===== src/source/aluPkg.sv =====
package aluPkg;

	// Four-bit ALU control, classic MIPS numbering
	typedef enum logic [3:0] {
		ALU_AND = 4'd0,
		ALU_OR = 4'd1,
		ALU_ADD = 4'd2,
		ALU_SUB = 4'd6,
		ALU_SLT = 4'd7
	} aluCtrlT;

	// Operation class from the controller
	// ADD for address and PC math, SUB for compare, FUNCT for R-type
	typedef enum logic [1:0] {
		ALUOP_ADD = 2'd0,
		ALUOP_SUB = 2'd1,
		ALUOP_FUNCT = 2'd2
	} aluOpT;

endpackage


===== src/source/mipsPkg.sv =====
package mipsPkg;

	// Opcodes of the supported subset
	localparam logic [5:0] OP_RTYPE = 6'd0;
	localparam logic [5:0] OP_J = 6'd2;
	localparam logic [5:0] OP_BEQ = 6'd4;
	localparam logic [5:0] OP_ADDI = 6'd8;
	localparam logic [5:0] OP_LW = 6'd35;
	localparam logic [5:0] OP_SW = 6'd43;

	// R-type funct field values
	localparam logic [5:0] FN_ADD = 6'h20;
	localparam logic [5:0] FN_SUB = 6'h22;
	localparam logic [5:0] FN_AND = 6'h24;
	localparam logic [5:0] FN_OR = 6'h25;
	localparam logic [5:0] FN_SLT = 6'h2a;

	// Controller states, one cycle each
	typedef enum logic [3:0] {
		FETCH, DECODE, MEM_ADR, MEM_READ, MEM_WRITEBACK, MEM_WRITE,
		EXECUTE, ALU_WRITEBACK, BRANCH, ITYPE_EXECUTE, ITYPE_WRITEBACK, JUMP
	} ctrlState;

	// Second ALU operand source
	typedef enum logic [1:0] {SRCB_REG, SRCB_FOUR, SRCB_IMM, SRCB_IMMSHIFT} srcBSelT;

	// Next PC source
	typedef enum logic [1:0] {PC_ALU, PC_ALUOUT, PC_JUMP} pcSelT;

endpackage

===== src/source/cpuTop.sv =====
`timescale 1ns/1ps

module cpuTop
	import mipsPkg::*;
	import aluPkg::*;
#(
	parameter int DataWidth = 32,
	parameter logic [DataWidth-1:0] ResetPc = '0
) (
	input logic cclk,
	input logic rstb,
	input logic [DataWidth-1:0] memRdata,
	output logic [DataWidth-1:0] memAddr,
	output logic [DataWidth-1:0] memWdata,
	output logic memWe
);

	logic [31:0] instr;
	logic IorD;
	logic MemtoReg;
	logic RegDst;
	logic ALUSrcA;
	srcBSelT ALUSrcB;
	pcSelT PCSrc;
	logic IRWrite;
	logic PCWrite;
	logic Branch;
	logic RegWrite;
	aluCtrlT ALUControl;
	logic [DataWidth-1:0] pc;
	logic [DataWidth-1:0] aluResult;
	logic [DataWidth-1:0] aluOut;
	logic [DataWidth-1:0] jumpTarget;
	logic zero;

	// FSM
	controlUnit ctrl (
		.cclk(cclk), .rstb(rstb), .instr(instr),
		.IorD(IorD), .MemtoReg(MemtoReg), .RegDst(RegDst), .PCSrc(PCSrc),
		.ALUSrcA(ALUSrcA), .ALUSrcB(ALUSrcB), .IRWrite(IRWrite),
		.MemWrite(memWe), .PCWrite(PCWrite), .Branch(Branch),
		.RegWrite(RegWrite), .ALUControl(ALUControl)
	);

	programCounter #(.DataWidth(DataWidth), .ResetPc(ResetPc)) pcReg (
		.cclk(cclk), .rstb(rstb), .PCWrite(PCWrite), .Branch(Branch),
		.zero(zero), .PCSrc(PCSrc), .aluResult(aluResult), .aluOut(aluOut),
		.jumpTarget(jumpTarget), .pc(pc)
	);

	datapath #(.DataWidth(DataWidth)) dp (
		.cclk(cclk), .rstb(rstb), .IorD(IorD), .MemtoReg(MemtoReg),
		.RegDst(RegDst), .ALUSrcA(ALUSrcA), .ALUSrcB(ALUSrcB),
		.IRWrite(IRWrite), .RegWrite(RegWrite), .ALUControl(ALUControl),
		.pc(pc), .memRdata(memRdata), .instr(instr), .memAddr(memAddr),
		.memWdata(memWdata), .aluResult(aluResult), .aluOut(aluOut),
		.jumpTarget(jumpTarget), .zero(zero)
	);

endmodule


===== src/source/datapath.sv =====
`timescale 1ns/1ps

module datapath
	import mipsPkg::*;
	import aluPkg::*;
#(
	parameter int DataWidth = 32
) (
	input logic cclk,
	input logic rstb,
	input logic IorD,
	input logic MemtoReg,
	input logic RegDst,
	input logic ALUSrcA,
	input srcBSelT ALUSrcB,
	input logic IRWrite,
	input logic RegWrite,
	input aluCtrlT ALUControl,
	input logic [DataWidth-1:0] pc,
	input logic [DataWidth-1:0] memRdata,
	output logic [31:0] instr,
	output logic [DataWidth-1:0] memAddr,
	output logic [DataWidth-1:0] memWdata,
	output logic [DataWidth-1:0] aluResult,
	output logic [DataWidth-1:0] aluOut,
	output logic [DataWidth-1:0] jumpTarget,
	output logic zero
);

	logic [DataWidth-1:0] memData;
	logic [DataWidth-1:0] aReg;
	logic [DataWidth-1:0] bReg;
	logic [DataWidth-1:0] rdA;
	logic [DataWidth-1:0] rdB;
	logic [DataWidth-1:0] signImm;
	logic [DataWidth-1:0] srcA;
	logic [DataWidth-1:0] srcB;
	logic [4:0] writeAddr;
	logic [DataWidth-1:0] writeData;

	// Instruction word steers decode, so it is cleared
	always_ff @(posedge cclk) begin
		if (!rstb) begin
			instr <= '0;
		end else if (IRWrite) begin
			instr <= memRdata[31:0];
		end
	end

	// Intermediate registers load every cycle
	always_ff @(posedge cclk) begin
		memData <= memRdata;
		aReg <= rdA;
		bReg <= rdB;
		aluOut <= aluResult;
	end

	assign signImm = {{(DataWidth-16){instr[15]}}, instr[15:0]};
	// Upper bits from PC+4, word index from instruction
	assign jumpTarget = {pc[DataWidth-1:28], instr[25:0], 2'b00};

	// rt for loads and ADDI, rd for R-type
	assign writeAddr = RegDst ? instr[15:11] : instr[20:16];
	assign writeData = MemtoReg ? memData : aluOut;

	regFile #(.DataWidth(DataWidth)) rf (
		.cclk(cclk),
		.readAddrA(instr[25:21]),
		.readAddrB(instr[20:16]),
		.writeAddr(writeAddr),
		.writeData(writeData),
		.RegWrite(RegWrite),
		.readDataA(rdA),
		.readDataB(rdB)
	);

	// Operand muxes
	assign srcA = ALUSrcA ? aReg : pc;
	always_comb begin
		case (ALUSrcB)
			SRCB_FOUR: srcB = DataWidth'(4);
			SRCB_IMM: srcB = signImm;
			SRCB_IMMSHIFT: srcB = signImm << 2;
			default: srcB = bReg;
		endcase
	end

	alu #(.DataWidth(DataWidth)) aluInst (
		.srcA(srcA),
		.srcB(srcB),
		.ALUControl(ALUControl),
		.result(aluResult),
		.zero(zero)
	);

	// Fetch from PC, data access from ALUOut
	assign memAddr = IorD ? aluOut : pc;
	// Store data is rt
	assign memWdata = bReg;

endmodule


===== src/source/controlUnit.sv =====
`timescale 1ns/1ps

module controlUnit
	import mipsPkg::*;
	import aluPkg::*;
(
	input logic cclk,
	input logic rstb,
	input logic [31:0] instr,
	// Multiplexer selects
	output logic IorD,
	output logic MemtoReg,
	output logic RegDst,
	output pcSelT PCSrc,
	output logic ALUSrcA,
	output srcBSelT ALUSrcB,
	// Enables and strobes
	output logic IRWrite,
	output logic MemWrite,
	output logic PCWrite,
	output logic Branch,
	output logic RegWrite,
	output aluCtrlT ALUControl
);

	ctrlState state;
	ctrlState nextState;
	aluOpT ALUOp;
	logic [5:0] opcode;
	logic [5:0] funct;

	assign opcode = instr[31:26];
	assign funct = instr[5:0];

	aluDecoder aluDec (
		.ALUOp(ALUOp),
		.funct(funct),
		.ALUControl(ALUControl)
	);

	// State register, reset lands directly in FETCH
	always_ff @(posedge cclk) begin
		if (!rstb) begin
			state <= FETCH;
		end else begin
			state <= nextState;
		end
	end

	// Next state
	always_comb begin
		nextState = FETCH;
		case (state)
			FETCH: nextState = DECODE;
			DECODE: begin
				case (opcode)
					OP_LW, OP_SW: nextState = MEM_ADR;
					OP_RTYPE: nextState = EXECUTE;
					OP_BEQ: nextState = BRANCH;
					OP_ADDI: nextState = ITYPE_EXECUTE;
					OP_J: nextState = JUMP;
					// Unknown opcode just refetches
					default: nextState = FETCH;
				endcase
			end
			// Only loads and stores get here
			MEM_ADR: nextState = (opcode == OP_LW) ? MEM_READ : MEM_WRITE;
			MEM_READ: nextState = MEM_WRITEBACK;
			EXECUTE: nextState = ALU_WRITEBACK;
			ITYPE_EXECUTE: nextState = ITYPE_WRITEBACK;
			// Writebacks, stores, branch and jump all end the instruction
			default: nextState = FETCH;
		endcase
	end

	// Outputs decoded from the current state
	always_comb begin
		IorD = 1'b0;
		MemtoReg = 1'b0;
		RegDst = 1'b0;
		PCSrc = PC_ALU;
		ALUSrcA = 1'b0;
		ALUSrcB = SRCB_REG;
		IRWrite = 1'b0;
		MemWrite = 1'b0;
		PCWrite = 1'b0;
		Branch = 1'b0;
		RegWrite = 1'b0;
		ALUOp = ALUOP_ADD;
		case (state)
			FETCH: begin
				// Latch instruction, PC <= PC + 4
				ALUSrcB = SRCB_FOUR;
				IRWrite = 1'b1;
				PCWrite = 1'b1;
			end
			// Branch target precomputed into ALUOut
			DECODE: ALUSrcB = SRCB_IMMSHIFT;
			MEM_ADR, ITYPE_EXECUTE: begin
				ALUSrcA = 1'b1;
				ALUSrcB = SRCB_IMM;
			end
			MEM_READ: IorD = 1'b1;
			MEM_WRITEBACK: begin
				MemtoReg = 1'b1;
				RegWrite = 1'b1;
			end
			MEM_WRITE: begin
				IorD = 1'b1;
				MemWrite = 1'b1;
			end
			EXECUTE: begin
				ALUSrcA = 1'b1;
				ALUOp = ALUOP_FUNCT;
			end
			// rd destination for R-type
			ALU_WRITEBACK: begin
				RegDst = 1'b1;
				RegWrite = 1'b1;
			end
			BRANCH: begin
				// Compare A and B, take ALUOut on equal
				ALUSrcA = 1'b1;
				ALUOp = ALUOP_SUB;
				PCSrc = PC_ALUOUT;
				Branch = 1'b1;
			end
			// rt destination for ADDI
			ITYPE_WRITEBACK: RegWrite = 1'b1;
			JUMP: begin
				PCSrc = PC_JUMP;
				PCWrite = 1'b1;
			end
			default: ;
		endcase
	end

endmodule


===== src/source/programCounter.sv =====
`timescale 1ns/1ps

module programCounter
	import mipsPkg::*;
#(
	parameter int DataWidth = 32,
	parameter logic [DataWidth-1:0] ResetPc = '0
) (
	input logic cclk,
	input logic rstb,
	input logic PCWrite,
	input logic Branch,
	input logic zero,
	input pcSelT PCSrc,
	input logic [DataWidth-1:0] aluResult,
	input logic [DataWidth-1:0] aluOut,
	input logic [DataWidth-1:0] jumpTarget,
	output logic [DataWidth-1:0] pc
);

	logic [DataWidth-1:0] pcNext;
	logic pcLoad;

	// Taken branch only when compare result is zero
	assign pcLoad = PCWrite | (Branch & zero);

	always_comb begin
		case (PCSrc)
			PC_ALUOUT: pcNext = aluOut;
			PC_JUMP: pcNext = jumpTarget;
			default: pcNext = aluResult;
		endcase
	end

	always_ff @(posedge cclk) begin
		if (!rstb) begin
			pc <= ResetPc;
		end else if (pcLoad) begin
			pc <= pcNext;
		end
	end

endmodule


===== src/source/regFile.sv =====
`timescale 1ns/1ps

module regFile #(
	parameter int DataWidth = 32
) (
	input logic cclk,
	input logic [4:0] readAddrA,
	input logic [4:0] readAddrB,
	input logic [4:0] writeAddr,
	input logic [DataWidth-1:0] writeData,
	input logic RegWrite,
	output logic [DataWidth-1:0] readDataA,
	output logic [DataWidth-1:0] readDataB
);

	logic [DataWidth-1:0] regs [32];

	// Asynchronous reads, $zero always reads as 0
	assign readDataA = (readAddrA == 5'd0) ? '0 : regs[readAddrA];
	assign readDataB = (readAddrB == 5'd0) ? '0 : regs[readAddrB];

	// Single write port, writes to $zero dropped
	always_ff @(posedge cclk) begin
		if (RegWrite && (writeAddr != 5'd0)) begin
			regs[writeAddr] <= writeData;
		end
	end

endmodule


===== src/source/alu.sv =====
`timescale 1ns/1ps

module alu
	import aluPkg::*;
#(
	parameter int DataWidth = 32
) (
	input logic [DataWidth-1:0] srcA,
	input logic [DataWidth-1:0] srcB,
	input aluCtrlT ALUControl,
	output logic [DataWidth-1:0] result,
	output logic zero
);

	logic lessThan;

	// Signed compare for SLT
	assign lessThan = $signed(srcA) < $signed(srcB);

	always_comb begin
		case (ALUControl)
			ALU_AND: result = srcA & srcB;
			ALU_OR: result = srcA | srcB;
			ALU_SUB: result = srcA - srcB;
			// Result is 0 or 1
			ALU_SLT: result = {{(DataWidth-1){1'b0}}, lessThan};
			default: result = srcA + srcB;
		endcase
	end

	// Used by BEQ after a subtract
	assign zero = (result == '0);

endmodule


===== src/source/aluDecoder.sv =====
`timescale 1ns/1ps

module aluDecoder
	import mipsPkg::*;
	import aluPkg::*;
(
	input aluOpT ALUOp,
	input logic [5:0] funct,
	output aluCtrlT ALUControl
);

	always_comb begin
		case (ALUOp)
			ALUOP_ADD: ALUControl = ALU_ADD;
			ALUOP_SUB: ALUControl = ALU_SUB;
			default: begin
				// R-type, operation from funct
				case (funct)
					FN_ADD: ALUControl = ALU_ADD;
					FN_SUB: ALUControl = ALU_SUB;
					FN_AND: ALUControl = ALU_AND;
					FN_OR: ALUControl = ALU_OR;
					FN_SLT: ALUControl = ALU_SLT;
					// Unknown funct behaves as add
					default: ALUControl = ALU_ADD;
				endcase
			end
		endcase
	end

endmodule


===== config.mk =====
export PLATFORM = sky130hd
export DESIGN_NAME = cpuTop
export DESIGN_NICKNAME = d
export VERILOG_FILES = /design/src/source/aluPkg.sv /design/src/source/mipsPkg.sv /design/src/source/cpuTop.sv /design/src/source/datapath.sv /design/src/source/controlUnit.sv /design/src/source/programCounter.sv /design/src/source/regFile.sv /design/src/source/alu.sv /design/src/source/aluDecoder.sv
export SDC_FILE = /design/constraint.sdc
export NUM_CORES = 2
export LEC_CHECK = 0
export BUFFER_PORTS_ARGS = -buffer_cell sky130_fd_sc_hd__buf_4
export CORE_ASPECT_RATIO = 0.5
export CORE_UTILIZATION = 28
export CTS_CLUSTER_DIAMETER = 80
export DETAILED_ROUTE_END_ITERATION = 6
export GPL_TIMING_DRIVEN = 0
export PLACE_DENSITY = 0.51
export SKIP_CTS_REPAIR_TIMING = 1
export SKIP_LAST_GASP = 1
export SLEW_MARGIN = 20
export SYNTH_ARGS = -nofsm -noshare
export SYNTH_HDL_FRONTEND = slang
export SYNTH_SLANG_ARGS = --single-unit

===== constraint.sdc =====
create_clock -name cclk -period 6.2 [get_ports cclk]
set_input_delay 0.31 -clock cclk [delete_from_list [all_inputs] [get_ports cclk]]
set_output_delay 0.31 -clock cclk [all_outputs]
set_load 0.05 [all_outputs]

==> run_results.csv <==
group,metric,value,unit
critical_path,cp.required,6.80,ns
critical_path,startpoint,"dp.instr[21]$_SDFFE_PN0P_",
clock_network,cts_tree,"built",
synthesis,synth.avg_cell_area,15.3,um2
timing,worstMarginPinSlew,1.31,ns
synthesis,synth_top_family_by_area,"multiplexers",
synthesis,synth.mux.area_fraction,0.244,
run_status,status,"finished clean",
critical_path,critPathMaxStageDelay,0.91,ns
critical_path,r2r_cells,11,
drt,vias_per_cell,5.86,
synthesis,synthCells,3965,
critical_path,reg2reg_slack,0.07,ns
floorplan,core_region_area,214000,um2
cells_and_area,drive_above_1_share,0.292,
drt,first_iter_violations,5809,
synthesis,ys_seq_elements,1220,
synthesis,synth-simple-area-share,0.0466,
timing,final_max_slew_viol_count,0,
synthesis,async_flop_share,0,
clock_network,max-clock-path-buffers,3,
clock_network,cts.clk_slew.worst_paths,0.06,ns
place,dp_hpwl,199,mm
synthesis,ys.flop_type,"edfxtp_1",
critical_path,cp.arrival,6.73,ns
global_routing,grt_pass1_vias,41800,
cells_and_area,syn_to_final_growth,19.3,%
min_path,min_path_type,"input port to flop",
cells_and_area,layout.nets,4486,
clock_network,clock_sinks,1220,
cells_and_area,fill_cells,20700,
floorplan,fp.dieW,659,um
critical_path,cp_max_fo,10,
timing,hold_ws,0.221,ns
timing,hold_viol_final,0,
floorplan,start_util,0.282,
clock_network,cts_root_buf,"clkbuf_16",
critical_path,cp_slowest_cell,"a21oi_1",
min_path,whs_path_depth,2,
clock_network,cts_made_buffers,135,
timing,setup_ws,0.0715,ns
clock_network,clock_latency,0.79,ns
timing,setup_violations,0,
floorplan,die_area,218000,um2
timing,finClkSkew,0.0297,ns
global_routing,grt_pass1_wl,356,mm
floorplan,ioPinCount,99,
floorplan,rows,120,
critical_path,worstReg2RegEnd,"dp.aReg[24]$_SDFF_PN0_",
global_routing,grtUsageTotal,0.240,
place,gp_congestion,0.951,
drt,drt-total-wl,268,mm
synthesis,synth_area,60500,um2
power,power.density,562,nW/um2
critical_path,rr_startpoint,"dp.instr[21]$_SDFFE_PN0P_",
critical_path,worst-setup-path-type,"flop to flop",
drt,drc,0,
synthesis,synth_edf_count,1024,
clock_network,h-tree-depth,4,
drt,drt-pass1-iter-count,5,
global_routing,grt_max_degree,33,
place,io_buffers,97,
min_path,hold-path-endpoint,"dp.memData[1]$_DFF_P_",
power,peakVddDrop,0.359,mV
critical_path,cp-start-kind,"flop",
min_path,min_from,"memRdata[1]",
critical_path,crit_path_cell_trace,"clkbuf_1 -> buf_2 -> buf_2 -> clkbuf_2 -> buf_1 -> mux2i_1 -> o22ai_1 -> a221oi_1 -> nor2_1 -> a21oi_1 -> nor2_1",
synthesis,synth_seq_area_share,0.573,
timing,post-route-min-period,6.13,ns
drt,ant_nets,0,
synthesis,ys_warn_count,0,
timing,finalSetupTns,0,ns
synthesis,synth_adder_area_share,0.0209,
drt,routedWlPerCell,36.6,um
timing,fmax,163,MHz
critical_path,endpoint_kind,"flop",
synthesis,synthXorXnorAreaFrac,0.00232,
place,pre_cts_ws,-1.68,ns
synthesis,yosysUniqueCellTypes,95,
timing,slew_headroom,0.127,
flow_run,cap_violations,0,
global_routing,overflow,0,
floorplan,die_h,331,um
timing,timing.final.crit_share,0.988,
power,p_leak,23.4,nW
global_routing,antenna_found_initial,19,
synthesis,synth-compound-area-share,0.0850,
drt,vias,42900,
-- power by group --
part / total (mW) / internal, mW / switching (mW)
Clock: 8.09 / 4.68 / 3.41
Sequential: 11.0 / 10.4 / 0.591
Combinational: 21.5 / 6.74 / 14.8
-- sequential cells by signal, indices dropped and copies added (netlist names) --
name         flops
dp.rf.regs    1024
dp.aReg         32
dp.memWdata     32
dp.memData      32
pcReg.pc        32
dp.aluOut       32
dp.instr        32
ctrl.state       4
-- worst max-delay path by stage --
| stage | end | slack [ns] | depth (start not counted) |
|---|---|---|---|
| final | dp.aReg[24]$_SDFF_PN0_ | 0.07 | 11 |
| after global routing | pcReg.pc[11]$_SDFFE_PN0P_ | -0.02 | 22 |
| after CTS | pcReg.pc[13]$_SDFFE_PN0P_ | -1.72 | 20 |
| after detailed placement | pcReg.pc[13]$_SDFFE_PN0P_ | -1.68 | 20 |
| after global placement | dp.rf.regs[1][1]$_DFFE_PP_ | -5.46 | 8 |
| after floorplan | pcReg.pc[10]$_SDFFE_PN0P_ | 0.60 | 22 |
-- layout by cell type (no fill, tap or decap), drive strengths merged, types with 10 or more instances in the layout --
cell type / instances
o31ai: 13
edfxtp: 1024
a221oi: 53
a31oi: 11
nor2b: 14
o21ai: 89
a2111oi: 10
nor2: 177
mux2i: 241
nor3: 58
buf: 301
dlygate4sd3: 32
clkinv: 40
a22o: 17
a21boi: 36
a211oi: 31
nor4: 16
a211o: 29
mux2: 170
o21a: 23
inv: 123
dfxtp: 196
clkbuf: 382
a221o: 29
or2: 12
a21o: 16
o22ai: 69
a21oi: 142
nand3: 33
o211ai: 44
ha: 98
or3: 14
o221ai: 51
nand2: 216
nand4: 12
xnor2: 13
conb: 32
mux4: 464
-- critical path, delay by kind of cell (launching register included) --
kind	cells	cell delay [ns]
and+or+nand+nor	2	0.27
DFF	1	0.31
AOI/OAI and AO/OA	3	1.58
muxes	1	0.29
buffers and inverters	5	3.42
-- area by class of cell --
class                      instances  area [um2]  area share
sequential                      1220       34700       0.480
multi-input combinational       2352       24800       0.343
clock buffer                     186        3920      0.0543
tap                             2867        3590      0.0497
timing repair buffer             223        2910      0.0403
buffer                           306        1400      0.0194
clock inverter                    55         464     0.00643
inverter                         114         428     0.00593
antenna                            4        10.0    0.000139
-- Yosys cell counts (33+ instances only) --
cell type,instances,share of area
nor3_1,58,0.0048
o211ai_1,42,0.0052
o21ai_0,87,0.0072
buf_1,82,0.0051
o22ai_1,69,0.0071
edfxtp_1,1024,0.51
clkbuf_1,196,0.012
inv_1,113,0.0070
o221ai_1,50,0.0072
ha_1,98,0.020
nand2_1,215,0.013
dfxtp_1,196,0.065
mux2_2,170,0.032
nor2_1,176,0.011
nand3_1,33,0.0027
a21boi_0,35,0.0043
a21oi_1,141,0.012
mux2i_1,241,0.040
mux4_2,464,0.17
a221oi_1,52,0.0075
-- cells by family after synthesis --
| group | after synthesis |
|---|---|
| buffers and inverters | 424 |
| AND/OR/NAND/NOR | 609 |
| adder cells (fa/ha/maj) | 100 |
| AO/OA/AOI/OAI | 720 |
| flip-flops | 1220 |
| XOR/XNOR | 16 |
| other | 1 |
| multiplexers | 875 |
-- metal layers --
metal,vias up,GRT usage,part of all wire,wire length [um]
li1,16900,-,-,-
met1,22800,0.304,0.39,103000
met2,2690,0.375,0.45,120000
met3,612,0.0662,0.11,28800
met4,8,0.127,0.058,15600
met5,-,0,0.00022,60
-- through the flow --
step / cell area [um2] / power (mW) / cells / utilization
after floorplan: 60600 / 22.4 / 3996 / -
after global placement: 64900 / 31.1 / 6960 / 0.303
after detailed placement: 67100 / 31.4 / 7043 / 0.313
after CTS: 71500 / 39.5 / 7284 / 0.333
after global routing: 72200 / 41.5 / 7324 / 0.337
final: 72200 / 40.6 / 7327 / 0.337
Power figures use the tool's default switching activity.
